File: src/rtl/core_pkg.sv
package core_pkg;

    localparam int XLEN      = 32;
    localparam int ARCH_REGS = 32;
    localparam int PHYS_REGS = 48;
    localparam int ROB_DEPTH = 8;
    localparam int IQ_DEPTH  = 4;

    // Registers that are not mapped after reset
    localparam int FREE_REGS = PHYS_REGS - ARCH_REGS;

    localparam int AREG_W = $clog2(ARCH_REGS);
    localparam int PREG_W = $clog2(PHYS_REGS);
    localparam int ROB_W  = $clog2(ROB_DEPTH);
    localparam int FREE_W = $clog2(FREE_REGS);

    typedef logic [AREG_W-1:0] areg_t;
    typedef logic [PREG_W-1:0] preg_t;
    typedef logic [ROB_W-1:0]  rob_idx_t;
    typedef logic [XLEN-1:0]   xdata_t;

endpackage

File: src/rtl/core_ifs.sv
`timescale 1ns/1ps

// Renamed instruction handed to the ROB and the issue queue
interface dispatch_if;
    import core_pkg::*;

    logic     valid;
    areg_t    arch_rd;
    preg_t    phys_rd;
    preg_t    old_phys_rd;                    // Mapping released at commit
    preg_t    phys_rs1;
    preg_t    phys_rs2;
    logic     rs1_ready;
    logic     rs2_ready;
    xdata_t   rs1_value;
    xdata_t   rs2_value;
    xdata_t   imm;
    logic     use_imm;
    logic     is_sub;
    rob_idx_t rob_idx;                        // ROB tail
    logic     rob_full;
    logic     iq_full;

    modport rename (
        output valid, arch_rd, phys_rd, old_phys_rd, phys_rs1, phys_rs2,
               rs1_ready, rs2_ready, rs1_value, rs2_value, imm, use_imm, is_sub,
        input  rob_full, iq_full
    );
    modport rob (
        input  valid, arch_rd, old_phys_rd,
        output rob_idx, rob_full
    );
    modport iq (
        input  valid, phys_rd, phys_rs1, phys_rs2, rs1_ready, rs2_ready,
               rs1_value, rs2_value, imm, use_imm, is_sub, rob_idx,
        output iq_full
    );
endinterface

// Writeback broadcast, one pulse per completed instruction
interface result_if;
    import core_pkg::*;

    logic     valid;
    rob_idx_t rob_idx;
    preg_t    phys_rd;
    xdata_t   result;

    modport src (output valid, rob_idx, phys_rd, result);
    modport dst (input valid, rob_idx, phys_rd, result);
endinterface

File: src/rtl/issue_queue.sv
`timescale 1ns/1ps

module issue_queue (
    input  logic    clk,
    input  logic    rst,
    dispatch_if.iq  disp,
    result_if.src   wb
);
    import core_pkg::*;

    // Entry 0 is the oldest, the queue collapses on issue
    logic [IQ_DEPTH-1:0] valid_q;
    logic [IQ_DEPTH-1:0] rdy1_q;
    logic [IQ_DEPTH-1:0] rdy2_q;
    logic [IQ_DEPTH-1:0] sub_q;
    rob_idx_t            rob_q [IQ_DEPTH];
    preg_t               prd_q [IQ_DEPTH];
    preg_t               tag1_q [IQ_DEPTH];
    preg_t               tag2_q [IQ_DEPTH];
    xdata_t              val1_q [IQ_DEPTH];
    xdata_t              val2_q [IQ_DEPTH];  // rs2 value or immediate

    logic [IQ_DEPTH-1:0] valid_d;
    logic [IQ_DEPTH-1:0] rdy1_d;
    logic [IQ_DEPTH-1:0] rdy2_d;
    logic [IQ_DEPTH-1:0] sub_d;
    rob_idx_t            rob_d [IQ_DEPTH];
    preg_t               prd_d [IQ_DEPTH];
    preg_t               tag1_d [IQ_DEPTH];
    preg_t               tag2_d [IQ_DEPTH];
    xdata_t              val1_d [IQ_DEPTH];
    xdata_t              val2_d [IQ_DEPTH];

    logic [IQ_DEPTH-1:0] hit1;
    logic [IQ_DEPTH-1:0] hit2;
    logic                issue_fire;
    int                  issue_idx;
    xdata_t              alu_out;

    // Result register feeding the broadcast
    logic     res_valid_q;
    rob_idx_t res_rob_q;
    preg_t    res_prd_q;
    xdata_t   res_val_q;

    assign disp.iq_full = &valid_q;

    always_comb begin
        int src;
        int fill;
        int ins_idx;
        issue_fire = 1'b0;
        issue_idx  = 0;
        fill       = 0;
        for (int i = IQ_DEPTH - 1; i >= 0; i--) begin
            hit1[i] = res_valid_q && !rdy1_q[i] && tag1_q[i] == res_prd_q;
            hit2[i] = res_valid_q && !rdy2_q[i] && tag2_q[i] == res_prd_q;
            fill    = fill + int'(valid_q[i]);
            if (valid_q[i] && rdy1_q[i] && rdy2_q[i]) begin
                issue_fire = 1'b1;            // Lowest index wins
                issue_idx  = i;
            end
        end
        // Shift younger entries down over the issued one
        for (int i = 0; i < IQ_DEPTH; i++) begin
            src = (issue_fire && i >= issue_idx && i < IQ_DEPTH - 1) ? i + 1 : i;
            valid_d[i] = (issue_fire && i >= issue_idx && src == i) ? 1'b0 : valid_q[src];
            rob_d[i]   = rob_q[src];
            prd_d[i]   = prd_q[src];
            tag1_d[i]  = tag1_q[src];
            tag2_d[i]  = tag2_q[src];
            sub_d[i]   = sub_q[src];
            rdy1_d[i]  = rdy1_q[src] | hit1[src];
            rdy2_d[i]  = rdy2_q[src] | hit2[src];
            val1_d[i]  = hit1[src] ? res_val_q : val1_q[src];
            val2_d[i]  = hit2[src] ? res_val_q : val2_q[src];
        end
        ins_idx = fill - int'(issue_fire);
        if (disp.valid) begin
            valid_d[ins_idx] = 1'b1;
            rob_d[ins_idx]   = disp.rob_idx;
            prd_d[ins_idx]   = disp.phys_rd;
            tag1_d[ins_idx]  = disp.phys_rs1;
            tag2_d[ins_idx]  = disp.phys_rs2;
            sub_d[ins_idx]   = disp.is_sub;
            rdy1_d[ins_idx]  = disp.rs1_ready;
            rdy2_d[ins_idx]  = disp.use_imm | disp.rs2_ready;
            val1_d[ins_idx]  = disp.rs1_value;
            val2_d[ins_idx]  = disp.use_imm ? disp.imm : disp.rs2_value;
        end
    end

    // Add/subtract unit
    assign alu_out = sub_q[issue_idx] ? val1_q[issue_idx] - val2_q[issue_idx]
                                      : val1_q[issue_idx] + val2_q[issue_idx];

    always_ff @(posedge clk) begin
        if (rst) begin
            valid_q     <= '0;
            res_valid_q <= 1'b0;
        end else begin
            valid_q     <= valid_d;
            res_valid_q <= issue_fire;
        end
    end

    always_ff @(posedge clk) begin
        rdy1_q <= rdy1_d;
        rdy2_q <= rdy2_d;
        sub_q  <= sub_d;
        rob_q  <= rob_d;
        prd_q  <= prd_d;
        tag1_q <= tag1_d;
        tag2_q <= tag2_d;
        val1_q <= val1_d;
        val2_q <= val2_d;
        if (issue_fire) begin
            res_rob_q <= rob_q[issue_idx];
            res_prd_q <= prd_q[issue_idx];
            res_val_q <= alu_out;
        end
    end

    assign wb.valid   = res_valid_q;
    assign wb.rob_idx = res_rob_q;
    assign wb.phys_rd = res_prd_q;
    assign wb.result  = res_val_q;

endmodule

File: src/flat_wrapper.sv
// flat-port wrapper written by rule: the top's interface ports become plain ports
module issue_queue_flat import core_pkg::*;
  (clk, rst, disp_valid, disp_phys_rd, disp_phys_rs1, disp_phys_rs2, disp_rs1_ready, disp_rs2_ready, disp_rs1_value, disp_rs2_value, disp_imm, disp_use_imm, disp_is_sub, disp_rob_idx, disp_iq_full, wb_valid, wb_rob_idx, wb_phys_rd, wb_result);
  dispatch_if disp_i ();
  result_if wb_i ();
  input  logic clk;
  input  logic rst;
  input wire logic [$bits(disp_i.valid)-1:0] disp_valid;
  input wire logic [$bits(disp_i.phys_rd)-1:0] disp_phys_rd;
  input wire logic [$bits(disp_i.phys_rs1)-1:0] disp_phys_rs1;
  input wire logic [$bits(disp_i.phys_rs2)-1:0] disp_phys_rs2;
  input wire logic [$bits(disp_i.rs1_ready)-1:0] disp_rs1_ready;
  input wire logic [$bits(disp_i.rs2_ready)-1:0] disp_rs2_ready;
  input wire logic [$bits(disp_i.rs1_value)-1:0] disp_rs1_value;
  input wire logic [$bits(disp_i.rs2_value)-1:0] disp_rs2_value;
  input wire logic [$bits(disp_i.imm)-1:0] disp_imm;
  input wire logic [$bits(disp_i.use_imm)-1:0] disp_use_imm;
  input wire logic [$bits(disp_i.is_sub)-1:0] disp_is_sub;
  input wire logic [$bits(disp_i.rob_idx)-1:0] disp_rob_idx;
  output wire logic [$bits(disp_i.iq_full)-1:0] disp_iq_full;
  output wire logic [$bits(wb_i.valid)-1:0] wb_valid;
  output wire logic [$bits(wb_i.rob_idx)-1:0] wb_rob_idx;
  output wire logic [$bits(wb_i.phys_rd)-1:0] wb_phys_rd;
  output wire logic [$bits(wb_i.result)-1:0] wb_result;
  assign disp_i.valid = disp_valid;
  assign disp_i.phys_rd = disp_phys_rd;
  assign disp_i.phys_rs1 = disp_phys_rs1;
  assign disp_i.phys_rs2 = disp_phys_rs2;
  assign disp_i.rs1_ready = disp_rs1_ready;
  assign disp_i.rs2_ready = disp_rs2_ready;
  assign disp_i.rs1_value = disp_rs1_value;
  assign disp_i.rs2_value = disp_rs2_value;
  assign disp_i.imm = disp_imm;
  assign disp_i.use_imm = disp_use_imm;
  assign disp_i.is_sub = disp_is_sub;
  assign disp_i.rob_idx = disp_rob_idx;
  assign disp_iq_full = disp_i.iq_full;
  assign wb_valid = wb_i.valid;
  assign wb_rob_idx = wb_i.rob_idx;
  assign wb_phys_rd = wb_i.phys_rd;
  assign wb_result = wb_i.result;
  issue_queue u_core (.clk(clk), .rst(rst), .disp(disp_i), .wb(wb_i));
endmodule
File: config.mk
export PLATFORM = sky130hd
export DESIGN_NAME = issue_queue_flat
export DESIGN_NICKNAME = d
export VERILOG_FILES = /design/src/rtl/core_pkg.sv /design/src/rtl/core_ifs.sv /design/src/rtl/issue_queue.sv /design/src/flat_wrapper.sv
export SDC_FILE = /design/constraint.sdc
export NUM_CORES = 1
export LEC_CHECK = 0
export ABC_AREA = 1
export BUFFER_PORTS_ARGS = -buffer_cell sky130_fd_sc_hd__buf_2
export CAP_MARGIN = 20
export CELL_PAD_IN_SITES_DETAIL_PLACEMENT = 1
export CELL_PAD_IN_SITES_GLOBAL_PLACEMENT = 2
export CORE_ASPECT_RATIO = 0.5
export CORE_MARGIN = 10
export CORE_UTILIZATION = 27
export CTS_BUF_LIST = sky130_fd_sc_hd__clkbuf_16
export CTS_CLUSTER_SIZE = 30
export DETAILED_ROUTE_END_ITERATION = 6
export GPL_ROUTABILITY_DRIVEN = 0
export PLACE_DENSITY = 0.69
export SLEW_MARGIN = 20
export SYNTH_ARGS = -nofsm -noshare
export SYNTH_HDL_FRONTEND = slang
export SYNTH_SLANG_ARGS = --single-unit
File: constraint.sdc
create_clock -name clk -period 7.5 [get_ports clk]
set_input_delay 0.75 -clock clk [delete_from_list [all_inputs] [get_ports clk]]
set_output_delay 0.75 -clock clk [all_outputs]
set_load 0.01 [all_outputs]
==> results.toml <==
[global_routing]
grt_start_max_net_pins = 171
grt_pass1_vias = 25800
grt_util_all_layers_pct = 20.6
antenna_found_initial = 3
gr-total-overflow = 0
grt_pass1_wl_um = 166000

[route]
first_pass_iters = 5
avgViaCountPerCell = 5.32
final_antenna_net_count = 0
drcViolationCount = 0
routed_wl_um = 111000
drt_iter0_markers = 1813
vias = 25800
drt-wirelength-per-cell_um = 22.8

[hold_path]
holdPathEnd = "u_core.tag1_q[0]$_DFFE_PP_"
hold-path-cell-count = 1
min_from = "disp_phys_rs1[0]"
hold_class = "input port to flip-flop"

[power_and_ir_drop]
seqPwrFrac_pct = 27.6
powerDensity_nw_per_um2 = 606
power.internal_uw = 7870
p_comb_share_pct = 59.5
p_leak_uw = 0.0117
pwr-share-clk_pct = 12.9
switching_power_uw = 8650
swShare_pct = 52.3
irDropWorstVdd_v = 0.000265

[setup_path]
cp.depth = 28
ff2ff_path_depth = 28
critPathBufInv = 4
slowest_delay_ps = 540
r2r_slack_ps = 1310
cpMostUsedCell = "nand2_1"
worstPathRequired_ps = 7850
crit_family = "simple AND/OR/NAND/NOR gates"
cp.arrival_ps = 6540
cp-end-kind = "flip-flop"
crit_slowest_cell = "nor4_1"
r2r_start = "u_core.valid_q[1]$_SDFF_PP0_"
crit_fanout = 37
critical_path_class = "flip-flop to flip-flop"
startpoint_type = "flip-flop"
r2r-end = "u_core.wb.result[30]$_DFFE_PN_"

[synth]
synth_edf_count = 63
synth_warnings = 0
ys_ff_latch = 398
ys_types = 50
synth.top_cell.area_share_pct = 27.6
yosys.cell_count.top_type = "nand2_1"
synthCells = 3639
ys_seq_area_share_pct = 35.4
ys.flop_type = "dfxtp_1"
synth_area_leaders = "dfxtp_1 (28%), nand2_1 (13%), o21ai_0 (11%)"
synth_area_per_cell_um2 = 6.68
synth_top_cell_by_area = "dfxtp_1"
synth_common_cells = "nand2_1 (845), o21ai_0 (545), inv_1 (353), dfxtp_1 (335), nor2_1 (278)"
synth_async_sr_flop_share_pct = 0
synth_nets = 3803
netlist_area_um2 = 24300

[finish]
fin_area_um2 = 27300
register_area_um2 = 8600
instances_no_fill = 4857
multi_input_area_um2 = 13300
fin_nets = 3800
fillCellCount = 11200
area_growth_pct = 12.2
antennaDiodeCount = 0
drive_gt1_share_pct = 8.77

[floorplan]
die_area_um2 = 103000
ios = 167
initial_core_util_pct = 27.4
core_area_um2 = 88800
dieWidth_um = 444
die_h_um = 232
rows = 77

[clock_tree]
cts.sinks = 398
cts_resized = 0
clock_latency_ps = 620
cts_tree = "done"
path_clk_slew_ps = 60
post_cts_buffers = 0
cts_max_path_buffers = 3
htreeDepth = 2
holdBufCountCts = 0
cts_root_buf = "clkbuf_16"
cts_buffers = 46

[timing]
rsz0062_at_grt = "false"
slew_violations = 0
max_freq_mhz = 162
fin_tns_setup_ps = 0
setup_viol = 0
fin_ws_ps = 1310
fin_crit_sh_pct = 82.6
relSlewSlack_pct = 21.1
min_period_ps = 6190
worst_pin_slew_ps = 1150
hold_viol_final = 0
finClkSkew_ps = 31.4

[place]
placed_cells = 4772
dp_slack_ps = 1420
placed_area_um2 = 25900
portBuffers = 166
hpwl_um = 73400

[outcome]
status = "completed"

[flow_run]
drv_cap = 0
-- worst max path at each step --
| stage | start | to |
|---|---|---|
| final | u_core.valid_q[1]$_SDFF_PP0_ | u_core.wb.result[30]$_DFFE_PN_ |
| after global routing | u_core.valid_q[1]$_SDFF_PP0_ | u_core.wb.result[30]$_DFFE_PN_ |
| after CTS | u_core.valid_q[1]$_SDFF_PP0_ | u_core.wb.result[28]$_DFFE_PN_ |
| after detailed placement | u_core.valid_q[1]$_SDFF_PP0_ | u_core.wb.result[28]$_DFFE_PN_ |
| after global placement | u_core.valid_q[1]$_SDFF_PP0_ | u_core.wb.result[24]$_DFFE_PN_ |
| after floorplan | u_core.valid_q[1]$_SDFF_PP0_ | u_core.prd_q[0]$_DFFE_PP_ |
-- layer usage --
layer  up-vias  routed length, um  GRT usage [%]
li1      12300                  -              -
met4         2               1870           4.06
met3       111               4700           2.35
met5         -                 13              0
met1     12900              55600           29.7
met2       556              48600           33.0
-- registers in the layout, summed over array words and instances (netlist names), 6 cells and up --
signal,count
u_core.prd_q,24
u_core.rob_q,12
u_core.tag1_q,24
u_core.tag2_q,24
u_core.val1_q,128
u_core.val2_q,128
u_core.wb.phys_rd,6
u_core.wb.result,32
-- final cells by class --
class	count	area share, %
well taps	1185	5.44
clock buffers	46	4.22
multi-input cells	2622	48.9
inverters	362	5.01
repair buffers	206	4.28
clock inverters	38	0.651
flip-flops and latches	398	31.5
-- power groups by stage --
stage	clock network (uW)	logic (uW)	registers, uW
detailed placement	0	9690	4570
CTS	2200	9780	4530
finish	2140	9830	4560
global placement	0	9520	4550
floorplan	0	6840	4140
global route	2270	11100	4660
-- layout by cell type, fill, tap and decap left out, types with 15 or more instances in the layout --
cell / Yosys / final
nand2_1: 845 / 840
o21ai_0: 545 / 542
inv_1: 353 / 364
dfxtp_1: 335 / 335
nor2_1: 278 / 277
a21oi_1: 253 / 253
buf_2: 64 / 167
nand3_1: 146 / 144
o211ai_1: 135 / 135
o22ai_1: 103 / 103
edfxtp_1: 63 / 63
xor2_1: 50 / 50
clkbuf_16: 0 / 46
a22oi_1: 38 / 38
ha_1: 37 / 37
buf_4: 4 / 36
a211oi_1: 32 / 32
nand4_1: 29 / 29
a31oi_1: 15 / 15
-- metrics by stage --
stage               hold slack (ps)  power [uW]  util [%]
floorplan                       457       11000         -
global placement                468       14100      29.2
detailed placement              479       14300      29.2
CTS                             286       16500      30.7
global route                    300       18000      30.7
finish                          320       16500      30.7
-- worst reg2reg max path, delay by kind of cell, from the launching register on --
kind / cells / cell delay, ps
DFF: 1 / 410
xor gates and xnor gates: 1 / 70
adders and majority gates: 1 / 370
buffers and inverters: 4 / 1150
AOI/OAI and AO/OA: 1 / 160
and+or+nand+nor: 21 / 3730
-- logic make-up (layout without fill, tap and decap cells) --
group | after synthesis | in the layout | synth area share (%)
flip-flops | 398 | 398 | 35.4
XOR/XNOR | 64 | 64 | 2.31
AND/OR/NAND/NOR | 1347 | 1347 | 22.5
buffers and inverters | 619 | 652 | 10.2
AO/OA/AOI/OAI | 1163 | 1163 | 27.1
multiplexers | 8 | 8 | 0.329
adder cells (fa/ha/maj) | 40 | 40 | 2.15
Note: power is estimated with default switching activity, not from simulation.
