[config.mk]
export PLATFORM = sky130hd
export DESIGN_NAME = rename_dispatch_flat
export DESIGN_NICKNAME = d
export VERILOG_FILES = /design/src/rtl/core_pkg.sv /design/src/rtl/isa_pkg.sv /design/src/rtl/core_ifs.sv /design/src/rtl/rename_dispatch.sv /design/src/flat_wrapper.sv
export SDC_FILE = /design/constraint.sdc
export NUM_CORES = 1
export LEC_CHECK = 0
export BUFFER_PORTS_ARGS = -buffer_cell sky130_fd_sc_hd__buf_2
export CAP_MARGIN = 10
export CORE_ASPECT_RATIO = 0.9
export CORE_MARGIN = 2
export CORE_UTILIZATION = 45
export DETAILED_ROUTE_END_ITERATION = 16
export GPL_TIMING_DRIVEN = 0
export PLACE_DENSITY_LB_ADDON = 0.12
export SLEW_MARGIN = 10
export SYNTH_ARGS = -nofsm -noshare
export SYNTH_HDL_FRONTEND = slang
export SYNTH_SLANG_ARGS = --single-unit
export TNS_END_PERCENT = 50
[constraint.sdc]
create_clock -name clk -period 10 [get_ports clk]
set_input_delay 2 -clock clk [delete_from_list [all_inputs] [get_ports clk]]
set_output_delay 2 -clock clk [all_outputs]
set_load 0.05 [all_outputs]
[src/rtl/core_pkg.sv]
package core_pkg;

    localparam int XLEN      = 32;
    localparam int ARCH_REGS = 32;
    localparam int PHYS_REGS = 48;
    localparam int ROB_DEPTH = 8;
    localparam int IQ_DEPTH  = 4;

    // Registers that are not mapped after reset
    localparam int FREE_REGS = PHYS_REGS - ARCH_REGS;

    localparam int AREG_W = $clog2(ARCH_REGS);
    localparam int PREG_W = $clog2(PHYS_REGS);
    localparam int ROB_W  = $clog2(ROB_DEPTH);
    localparam int FREE_W = $clog2(FREE_REGS);

    typedef logic [AREG_W-1:0] areg_t;
    typedef logic [PREG_W-1:0] preg_t;
    typedef logic [ROB_W-1:0]  rob_idx_t;
    typedef logic [XLEN-1:0]   xdata_t;

endpackage

[src/rtl/isa_pkg.sv]
package isa_pkg;

    // Integer subset handled by the core
    localparam logic [6:0] OPCODE_ARITH_I = 7'b0010011;
    localparam logic [6:0] OPCODE_ARITH_R = 7'b0110011;

    // Bit 5 of funct7 turns ADD into SUB
    localparam int FUNCT7_SUB_BIT = 5;

    // One instruction word, two field layouts
    typedef union packed {
        struct packed {
            logic [6:0] funct7;
            logic [4:0] rs2;
            logic [4:0] rs1;
            logic [2:0] funct3;
            logic [4:0] rd;
            logic [6:0] opcode;
        } r;                                  // Register-register form
        struct packed {
            logic [11:0] imm;
            logic [4:0]  rs1;
            logic [2:0]  funct3;
            logic [4:0]  rd;
            logic [6:0]  opcode;
        } i;                                  // Register-immediate form
    } instr_u;

endpackage

[src/rtl/core_ifs.sv]
`timescale 1ns/1ps

// Renamed instruction handed to the ROB and the issue queue
interface dispatch_if;
    import core_pkg::*;

    logic     valid;
    areg_t    arch_rd;
    preg_t    phys_rd;
    preg_t    old_phys_rd;                    // Mapping released at commit
    preg_t    phys_rs1;
    preg_t    phys_rs2;
    logic     rs1_ready;
    logic     rs2_ready;
    xdata_t   rs1_value;
    xdata_t   rs2_value;
    xdata_t   imm;
    logic     use_imm;
    logic     is_sub;
    rob_idx_t rob_idx;                        // ROB tail
    logic     rob_full;
    logic     iq_full;

    modport rename (
        output valid, arch_rd, phys_rd, old_phys_rd, phys_rs1, phys_rs2,
               rs1_ready, rs2_ready, rs1_value, rs2_value, imm, use_imm, is_sub,
        input  rob_full, iq_full
    );
    modport rob (
        input  valid, arch_rd, old_phys_rd,
        output rob_idx, rob_full
    );
    modport iq (
        input  valid, phys_rd, phys_rs1, phys_rs2, rs1_ready, rs2_ready,
               rs1_value, rs2_value, imm, use_imm, is_sub, rob_idx,
        output iq_full
    );
endinterface


[src/rtl/rename_dispatch.sv]
`timescale 1ns/1ps

module rename_dispatch (
    input  logic              clk,
    input  logic              rst,
    input  logic              instr_valid_i,
    input  isa_pkg::instr_u   instr_i,
    output logic              stall_o,
    dispatch_if.rename        disp,
    output core_pkg::preg_t   rd_tag1_o,
    output core_pkg::preg_t   rd_tag2_o,
    input  core_pkg::xdata_t  rd_val1_i,
    input  core_pkg::xdata_t  rd_val2_i,
    input  logic              rd_rdy1_i,
    input  logic              rd_rdy2_i,
    input  logic              free_valid_i,
    input  core_pkg::preg_t   free_preg_i
);
    import isa_pkg::*;
    import core_pkg::*;

    preg_t              map_q [ARCH_REGS];    // Speculative rename table
    preg_t              fl_q [FREE_REGS];     // Circular free list
    logic [FREE_W-1:0]  fl_head_q;
    logic [FREE_W-1:0]  fl_tail_q;
    logic [FREE_W:0]    fl_count_q;

    logic  is_arith_r;
    logic  is_arith_i;
    areg_t arch_rd;
    areg_t arch_rs1;
    areg_t arch_rs2;
    logic  needs_reg;
    logic  accept;
    logic  alloc;
    preg_t new_preg;

    // Decode
    assign is_arith_r = instr_i.r.opcode == OPCODE_ARITH_R;
    assign is_arith_i = instr_i.i.opcode == OPCODE_ARITH_I;
    assign arch_rd    = instr_i.r.rd;         // Same field in both forms
    assign arch_rs1   = instr_i.r.rs1;
    assign arch_rs2   = instr_i.r.rs2;
    assign needs_reg  = arch_rd != '0;        // x0 results are thrown away

    assign stall_o  = disp.rob_full | disp.iq_full | (fl_count_q == '0);
    assign accept   = instr_valid_i & (is_arith_r | is_arith_i) & ~stall_o;
    assign alloc    = accept & needs_reg;
    assign new_preg = fl_q[fl_head_q];

    // Immediates read physical register 0 as rs2
    assign rd_tag1_o = map_q[arch_rs1];
    assign rd_tag2_o = is_arith_i ? '0 : map_q[arch_rs2];

    assign disp.valid       = accept;
    assign disp.arch_rd     = arch_rd;
    assign disp.phys_rd     = needs_reg ? new_preg : '0;
    assign disp.old_phys_rd = needs_reg ? map_q[arch_rd] : '0;
    assign disp.phys_rs1    = rd_tag1_o;
    assign disp.phys_rs2    = rd_tag2_o;
    assign disp.rs1_ready   = rd_rdy1_i;
    assign disp.rs2_ready   = rd_rdy2_i;
    assign disp.rs1_value   = rd_val1_i;
    assign disp.rs2_value   = rd_val2_i;
    assign disp.imm         = {{(XLEN-12){instr_i.i.imm[11]}}, instr_i.i.imm};
    assign disp.use_imm     = is_arith_i;
    assign disp.is_sub      = is_arith_r & instr_i.r.funct7[FUNCT7_SUB_BIT];

    always_ff @(posedge clk) begin
        if (rst) begin
            for (int i = 0; i < ARCH_REGS; i++) begin
                map_q[i] <= PREG_W'(i);       // Identity mapping
            end
            for (int i = 0; i < FREE_REGS; i++) begin
                fl_q[i] <= PREG_W'(ARCH_REGS + i);
            end
            fl_head_q  <= '0;
            fl_tail_q  <= '0;                 // Equal pointers with a full count
            fl_count_q <= (FREE_W+1)'(FREE_REGS);
        end else begin
            if (alloc) begin
                map_q[arch_rd] <= new_preg;
                fl_head_q      <= fl_head_q + 1'b1;
            end
            // Registers released by commit go back at the tail
            if (free_valid_i) begin
                fl_q[fl_tail_q] <= free_preg_i;
                fl_tail_q       <= fl_tail_q + 1'b1;
            end
            fl_count_q <= fl_count_q + (FREE_W+1)'(free_valid_i) - (FREE_W+1)'(alloc);
        end
    end

endmodule

[src/flat_wrapper.sv]
// flat-port wrapper written by rule: the top's interface ports become plain ports
module rename_dispatch_flat import isa_pkg::*; import core_pkg::*;
  (clk, rst, instr_valid_i, instr_i, stall_o, rd_tag1_o, rd_tag2_o, rd_val1_i, rd_val2_i, rd_rdy1_i, rd_rdy2_i, free_valid_i, free_preg_i, disp_valid, disp_arch_rd, disp_phys_rd, disp_old_phys_rd, disp_phys_rs1, disp_phys_rs2, disp_rs1_ready, disp_rs2_ready, disp_rs1_value, disp_rs2_value, disp_imm, disp_use_imm, disp_is_sub, disp_rob_full, disp_iq_full);
  dispatch_if disp_i ();
  input  logic clk;
  input  logic rst;
  input  logic instr_valid_i;
  input  isa_pkg::instr_u instr_i;
  output logic stall_o;
  output core_pkg::preg_t rd_tag1_o;
  output core_pkg::preg_t rd_tag2_o;
  input  core_pkg::xdata_t rd_val1_i;
  input  core_pkg::xdata_t rd_val2_i;
  input  logic rd_rdy1_i;
  input  logic rd_rdy2_i;
  input  logic free_valid_i;
  input  core_pkg::preg_t free_preg_i;
  output wire logic [$bits(disp_i.valid)-1:0] disp_valid;
  output wire logic [$bits(disp_i.arch_rd)-1:0] disp_arch_rd;
  output wire logic [$bits(disp_i.phys_rd)-1:0] disp_phys_rd;
  output wire logic [$bits(disp_i.old_phys_rd)-1:0] disp_old_phys_rd;
  output wire logic [$bits(disp_i.phys_rs1)-1:0] disp_phys_rs1;
  output wire logic [$bits(disp_i.phys_rs2)-1:0] disp_phys_rs2;
  output wire logic [$bits(disp_i.rs1_ready)-1:0] disp_rs1_ready;
  output wire logic [$bits(disp_i.rs2_ready)-1:0] disp_rs2_ready;
  output wire logic [$bits(disp_i.rs1_value)-1:0] disp_rs1_value;
  output wire logic [$bits(disp_i.rs2_value)-1:0] disp_rs2_value;
  output wire logic [$bits(disp_i.imm)-1:0] disp_imm;
  output wire logic [$bits(disp_i.use_imm)-1:0] disp_use_imm;
  output wire logic [$bits(disp_i.is_sub)-1:0] disp_is_sub;
  input wire logic [$bits(disp_i.rob_full)-1:0] disp_rob_full;
  input wire logic [$bits(disp_i.iq_full)-1:0] disp_iq_full;
  assign disp_valid = disp_i.valid;
  assign disp_arch_rd = disp_i.arch_rd;
  assign disp_phys_rd = disp_i.phys_rd;
  assign disp_old_phys_rd = disp_i.old_phys_rd;
  assign disp_phys_rs1 = disp_i.phys_rs1;
  assign disp_phys_rs2 = disp_i.phys_rs2;
  assign disp_rs1_ready = disp_i.rs1_ready;
  assign disp_rs2_ready = disp_i.rs2_ready;
  assign disp_rs1_value = disp_i.rs1_value;
  assign disp_rs2_value = disp_i.rs2_value;
  assign disp_imm = disp_i.imm;
  assign disp_use_imm = disp_i.use_imm;
  assign disp_is_sub = disp_i.is_sub;
  assign disp_i.rob_full = disp_rob_full;
  assign disp_i.iq_full = disp_iq_full;
  rename_dispatch u_core (.clk(clk), .rst(rst), .instr_valid_i(instr_valid_i), .instr_i(instr_i), .stall_o(stall_o), .disp(disp_i), .rd_tag1_o(rd_tag1_o), .rd_tag2_o(rd_tag2_o), .rd_val1_i(rd_val1_i), .rd_val2_i(rd_val2_i), .rd_rdy1_i(rd_rdy1_i), .rd_rdy2_i(rd_rdy2_i), .free_valid_i(free_valid_i), .free_preg_i(free_preg_i));
endmodule
==> results of run 1 <==
[worst min-delay path by stage]
stage / to / depth (start not counted) / slack, ns
4_1_cts: u_core.fl_head_q[0]$_SDFFE_PP0N_ / 2 / 0.54
3_3_place_gp: u_core.fl_head_q[0]$_SDFFE_PP0N_ / 2 / 0.52
2_1_floorplan: register / 2 / 0.48
6_report: u_core.fl_head_q[0]$_SDFFE_PP0N_ / 2 / 0.54
5_1_grt: u_core.fl_head_q[0]$_SDFFE_PP0N_ / 2 / 0.57
3_5_place_dp: u_core.fl_head_q[0]$_SDFFE_PP0N_ / 2 / 0.52
[metrics by stage]
step	total power, uW	worst slack [ns]	utilization	instance area, um^2
finish	3290	2.18	0.525	20800
global route	3360	2.24	0.525	20800
CTS	3280	2.33	0.525	20800
detailed placement	2070	2.34	0.498	19700
global placement	2060	2.29	0.496	19600
floorplan	1870	1.77	-	18100
[metal layers]
metal | vias up | share of wire | global-route usage
met3 | 135 | 0.13 | 0.0787
met1 | 6837 | 0.40 | 0.452
met2 | 961 | 0.43 | 0.451
met5 | - | 0.00018 | 0
li1 | 5536 | - | -
met4 | 2 | 0.038 | 0.105
[cell families (layout without fill, tap and decap cells)]
| kind of cell | after synthesis | count (layout) | share of synthesized area |
|---|---|---|---|
| XOR/XNOR | 6 | 6 | 0.00291 |
| other | 1 | 6 | 0.000207 |
| buffers and inverters | 242 | 476 | 0.0766 |
| flip-flops | 305 | 305 | 0.497 |
| multiplexers | 237 | 237 | 0.240 |
| AND/OR/NAND/NOR | 482 | 482 | 0.139 |
| adder cells (fa/ha/maj) | 12 | 12 | 0.00872 |
| AO/OA/AOI/OAI | 85 | 85 | 0.0349 |
[critical path: stages]
cell and delay [ns]:
buf_2 0.11, clkbuf_1 0.58, clkbuf_1 0.77, buf_1 0.76, mux4_2 0.45, a221oi_1 0.60
a31oi_1 0.25, buf_2 0.27
[state kept, by name (all words and copies together), names as in the netlist, named ones only]
signal,count
u_core.fl_tail_q,4
u_core.fl_count_q,5
u_core.fl_head_q,4
u_core.fl_q,96
u_core.map_q,192
[cell type report]
cell class | instances | area share
timing repair buffer | 174 | 0.0427
inverter | 13 | 0.00235
clock inverter | 19 | 0.00742
sequential | 305 | 0.433
multi-input combinational | 828 | 0.374
tap | 532 | 0.0321
buffer | 229 | 0.0644
clock buffer | 41 | 0.0443
[cell usage in the layout (no fill, tap or decap), drive strengths merged, types with 3 or more instances in the layout]
cell type / synthesis / routed
a221oi: 6 / 6
a21oi: 11 / 11
a21o: 3 / 3
conb: 1 / 6
dfxtp: 17 / 17
or4b: 3 / 3
and3: 54 / 54
a2111oi: 10 / 10
a31oi: 8 / 8
nor4b: 3 / 3
nand3b: 5 / 5
mux4: 156 / 156
mux2i: 65 / 65
and3b: 4 / 4
or2: 53 / 53
a211oi: 4 / 4
nand2: 87 / 87
nand2b: 71 / 71
buf: 157 / 331
nor2: 124 / 124
xnor2: 3 / 3
a22o: 6 / 6
nor2b: 12 / 12
a22oi: 30 / 30
mux2: 16 / 16
nand3: 33 / 33
edfxtp: 288 / 288
nor4: 3 / 3
xor2: 3 / 3
nor3b: 4 / 4
nor3: 17 / 17
clkbuf: 72 / 113
inv: 13 / 16
clkinv: 0 / 14
a41oi: 4 / 4
ha: 11 / 11
[where the power goes]
part           total [uW]  switching [uW]  internal [uW]
logic                 603             414            189
registers            1450            22.9           1430
clock network        1240             545            691
total                3290             982           2310
[cells in the mapped netlist (all sizes together), types with 11 or more instances]
cell      n
a21oi    11
a22oi    30
and3     54
buf     157
clkbuf   72
dfxtp    17
edfxtp  288
ha       11
inv      13
mux2     16
mux2i    65
mux4    156
nand2    87
nand2b   71
nand3    33
nor2    124
nor2b    12
nor3     17
or2      53
==> results.yml, run 1 <==
status:
  status: "finished clean"
timing:
  fmax_ghz: 0.128
  tightestPinTransition_ns: 1.26
  finalSetupViolCount: 0
  grt_setup_unrepaired: "no"
  whs_ns: 0.537
  slew_headroom: 0.152
  hold_viol: 0
  fin_setup_tns_ns: 0
  final_max_slew_viol_count: 0
  min_period_ns: 7.82
  fin_crit_sh: 0.782
  fin_skew_ns: 0.0305
detailed_routing:
  vias: 13500
  drt-total-wl_um: 65800
  drt_iter0_drc: 2158
  wl_per_cell_um: 30.7
  ant_nets: 0
  viasPerCell: 6.29
  firstDrtPassIters: 5
  drc: 0
yosys:
  synth_area_per_cell_um2: 13.2
  yosysTopAreaCellShare: 0.478
  synth_area_leaders: "edfxtp_1, mux4_2, buf_4"
  synth-seq-area-share: 0.497
  yosys.area.top_type: "edfxtp_1"
  yosysWarningCount: 0
  synthArstFlopShare: 0
  ys_ff_latch: 305
  netlist_area_mm2: 0.0181
  syn_inst: 1370
  synthDistinctLibCells: 52
  ys.flop_type: "edfxtp_1"
  synth-edff-count: 288
floorplanning:
  fp.dieArea_mm2: 0.0418
  start_util: 0.457
  fp.dieW_um: 215
  core_area_mm2: 0.0395
  io_pins: 253
  die_h_um: 194
  num_rows: 69
pwr:
  ir_worst_vdd_v: 0.000161
  p_leak_uw: 0.00718
  powerDensity_mw_per_mm2: 158
clock_tree:
  htreeDepth: 2
  cts.sinks: 305
  ctsResizeCount: 0
  insertion_delay_ns: 0.54
  cts_buffer_depth: 3
  cts_made_buffers: 36
  cts_hold_buf: 0
  cts_tree: "built"
  root_buffer: "clkbuf_16"
  clk_pin_slew_ns: 0.06
  post_cts_buffers: 0
global_route:
  grt_pass1_vias: 12600
  grt_pass1_wl_um: 91200
  antenna_found_initial: 2
  grt_overflow: 0
  grt_usage: 0.310
  grt_max_degree: 22
final_layout:
  final_nets: 1709
  drive_above_1_share: 0.371
  nFillCells: 3495
  area_delta_synth_final_pct: 14.8
  register_area_mm2: 0.00899
  layout.cells.non_filler: 2141
  multi_input_area_mm2: 0.00775
  n_antenna_cell: 0
setup_path:
  crit_end: "disp_old_phys_rd[1]"
  reg2reg_depth: 8
  crit_path_end_kind: "output pin"
  crit_fanout: 10
  startpoint: "instr_i[8]"
  reg2reg_to: "u_core.map_q[26][1]$_SDFFCE_PN1P_"
  worstSetupPathType: "input pin to output pin"
  cp.arrival_ns: 5.82
  critPathLaunchType: "input pin"
  worst-r2r-setup-slack_ns: 5.84
  worst_ep_required_time_ns: 8.00
placement:
  dp_cells: 2081
  dp_hpwl_um: 49400
  gp_congestion: 1.05
  port_buffers: 171
min_path:
  hp-class: "register to register"
  hp-start: "u_core.fl_head_q[0]$_SDFFE_PP0N_"
flow_run:
  max-cap-violations: 0
(Power assumes the default switching activity.)
==> run 2: changes to the inputs <==
- ABC_AREA: not set -> 1
- clock period: 10 -> 8.1 ns (I/O delays scaled with it)
==> results.yml, run 2 <==
clock_tree:
  ctsResizeCount: 0
  cts.sinks: 305
  insertion_delay_ns: 0.59
  cts_hold_buf: 0
  post_cts_buffers: 0
  htreeDepth: 2
  clk_pin_slew_ns: 0.07
  cts_buffer_depth: 3
  cts_made_buffers: 34
  root_buffer: "clkbuf_16"
  cts_tree: "built"
global_route:
  grt_overflow: 0
  grt_max_degree: 22
  grt_usage: 0.410
  grt_pass1_wl_um: 128000
  antenna_found_initial: 4
  grt_pass1_vias: 18100
floorplanning:
  core_area_mm2: 0.0418
  die_h_um: 199
  io_pins: 253
  num_rows: 71
  fp.dieArea_mm2: 0.0441
  start_util: 0.456
  fp.dieW_um: 221
final_layout:
  final_nets: 2937
  largest_register_ffs: 192
  reg_top3: "u_core.map_q (192), u_core.fl_q (96), u_core.fl_count_q (5)"
  nFillCells: 4119
  regMostFlops: "u_core.map_q"
  finalInstanceArea_mm2: 0.0217
  drive_above_1_share: 0.142
  n_antenna_cell: 0
  final_common_cell: "nand2_1"
  area_delta_synth_final_pct: 13.8
  layout_common_cells: "nand2_1, nand3_1, edfxtp_1"
placement:
  dp_hpwl_um: 69300
  port_buffers: 169
  placed_cell_area_mm2: 0.0206
  gp_congestion: 1.11
timing:
  grt_setup_unrepaired: "no"
  fin_setup_tns_ns: 0
  fmax_ghz: 0.163
  min_period_ns: 6.15
  fin_skew_ns: 0.0280
  slew_headroom: 0.144
  finalSetupViolCount: 0
  final_max_slew_viol_count: 0
  tightestPinTransition_ns: 1.28
  hold_viol: 0
  fin_crit_sh: 0.759
detailed_routing:
  drt-total-wl_um: 92100
  vias: 20000
  viasPerCell: 5.90
  wl_per_cell_um: 27.2
  ant_nets: 0
  firstDrtPassIters: 7
  drt_iter0_drc: 3440
  drc: 0
pwr:
  seqPwrFrac: 0.431
  p_leak_uw: 0.00947
  p_int_uw: 2770
  ir_worst_vdd_v: 0.000181
  pwr-share-clk: 0.366
  swShare: 0.333
  powerDensity_mw_per_mm2: 192
  switching_power_uw: 1390
  pwr-share-comb: 0.203
yosys:
  synth-seq-area-share: 0.471
  ys.flop_type: "edfxtp_1"
  yosysTopAreaCellShare: 0.453
  netlist_area_mm2: 0.0191
  ys_ff_latch: 305
  yosys.area.top_type: "edfxtp_1"
  synthDistinctLibCells: 27
  synth_common_cells: "nand2_1, nand3_1, edfxtp_1"
  syn_inst: 2604
  synth_area_per_cell_um2: 7.33
  synth_area_leaders: "edfxtp_1, nand2_1, nand3_1"
  yosysMostFrequentCell: "nand2_1"
  synthArstFlopShare: 0
  synth-edff-count: 288
  yosysWarningCount: 0
setup_path:
  cp.arrival_ns: 4.53
  worstSetupPathType: "input pin to output pin"
  worst_ep_required_time_ns: 6.48
  critPathLaunchType: "input pin"
  crit_path_end_kind: "output pin"
  crit_fanout: 10
status:
  status: "finished clean"
min_path:
  hp-class: "register to register"
flow_run:
  max-cap-violations: 0
run 2: changes by cell type after synthesis, sizes merged, moves of 59 or more:
cell and delta:
nand2 +935, nand3 +349, mux4 -156, nor2 +139, inv +133, nand2b -71, o21ai +70, mux2i -65
a21oi +59
run 2: final cells by class:
cell class,instances,area (um^2),area share
Timing Repair Buffer,170,861,0.0397
Tap cell,547,684,0.0315
Clock inverter,23,203,0.00934
Inverter,150,563,0.0259
Buffer,278,1540,0.0710
Multi-Input combinational cell,1876,8010,0.369
Sequential cell,305,8990,0.414
Clock buffer,37,862,0.0397
run 2: stage by stage:
| stage | util | worst slack (ns) | cells | hold WS, ns | total power (uW) |
|---|---|---|---|---|---|
| after global placement | 0.493 | 2.25 | 3325 | 0.485 | 2630 |
| after global routing | 0.519 | 2.00 | 3386 | 0.537 | 4250 |
| final | 0.519 | 1.95 | 3386 | 0.513 | 4160 |
| after floorplan | - | 2.76 | 2609 | 0.468 | 2350 |
| after detailed placement | 0.493 | 2.25 | 3326 | 0.508 | 2640 |
| after CTS | 0.519 | 2.25 | 3386 | 0.516 | 4120 |
run 2: worst paths after layout:
kind                                     from                                end  slack, ns  cells past startpoint
max                               instr_i[10]                disp_old_phys_rd[4]       1.95                      9
min          u_core.fl_head_q[3]$_SDFFE_PP0N_   u_core.fl_head_q[3]$_SDFFE_PP0N_       0.51                      2
max reg2reg   u_core.fl_count_q[2]$_SDFF_PP0_  u_core.map_q[28][3]$_SDFFCE_PN1P_       5.15                      8
min reg2reg  u_core.fl_head_q[3]$_SDFFE_PP0N_   u_core.fl_head_q[3]$_SDFFE_PP0N_       0.51                      2
run 2: metal layers:
| metal | routed length (um) | up-vias | part of all wire | track usage |
|---|---|---|---|---|
| met3 | 12800 | 317 | 0.14 | 0.119 |
| met2 | 37800 | 1588 | 0.41 | 0.596 |
| met1 | 35900 | 9299 | 0.39 | 0.552 |
| met5 | 27 | - | 0.00029 | 0 |
| li1 | - | 8761 | - | - |
| met4 | 5660 | 4 | 0.061 | 0.222 |
run 2: power groups by stage:
stage	Clock (uW)	Sequential [uW]	Combinational, uW
final	1520	1790	847
after global routing	1570	1790	882
after CTS	1510	1790	817
after detailed placement	0	1820	815
after global placement	0	1820	809
after floorplan	0	1810	538
run 2: cell families (layout without fill, tap and decap cells):
kind of cell	count (synthesis)	in the layout	share of synthesized area
flops	305	305	0.471
other cells	1	6	0.000197
compound gates	172	172	0.0492
fa+ha+maj	12	12	0.00826
buf+inv	428	658	0.110
simple gates	1683	1683	0.360
xor+xnor	3	3	0.00138
run 2: critical path, stage by stage:
cell and delay, ns:
buf_2 0.12, inv_1 0.08, nor3_1 0.81, clkbuf_1 0.51, o21ai_0 0.53, nand2_1 0.32
nor2_1 0.06, a21oi_1 0.17, buf_2 0.30
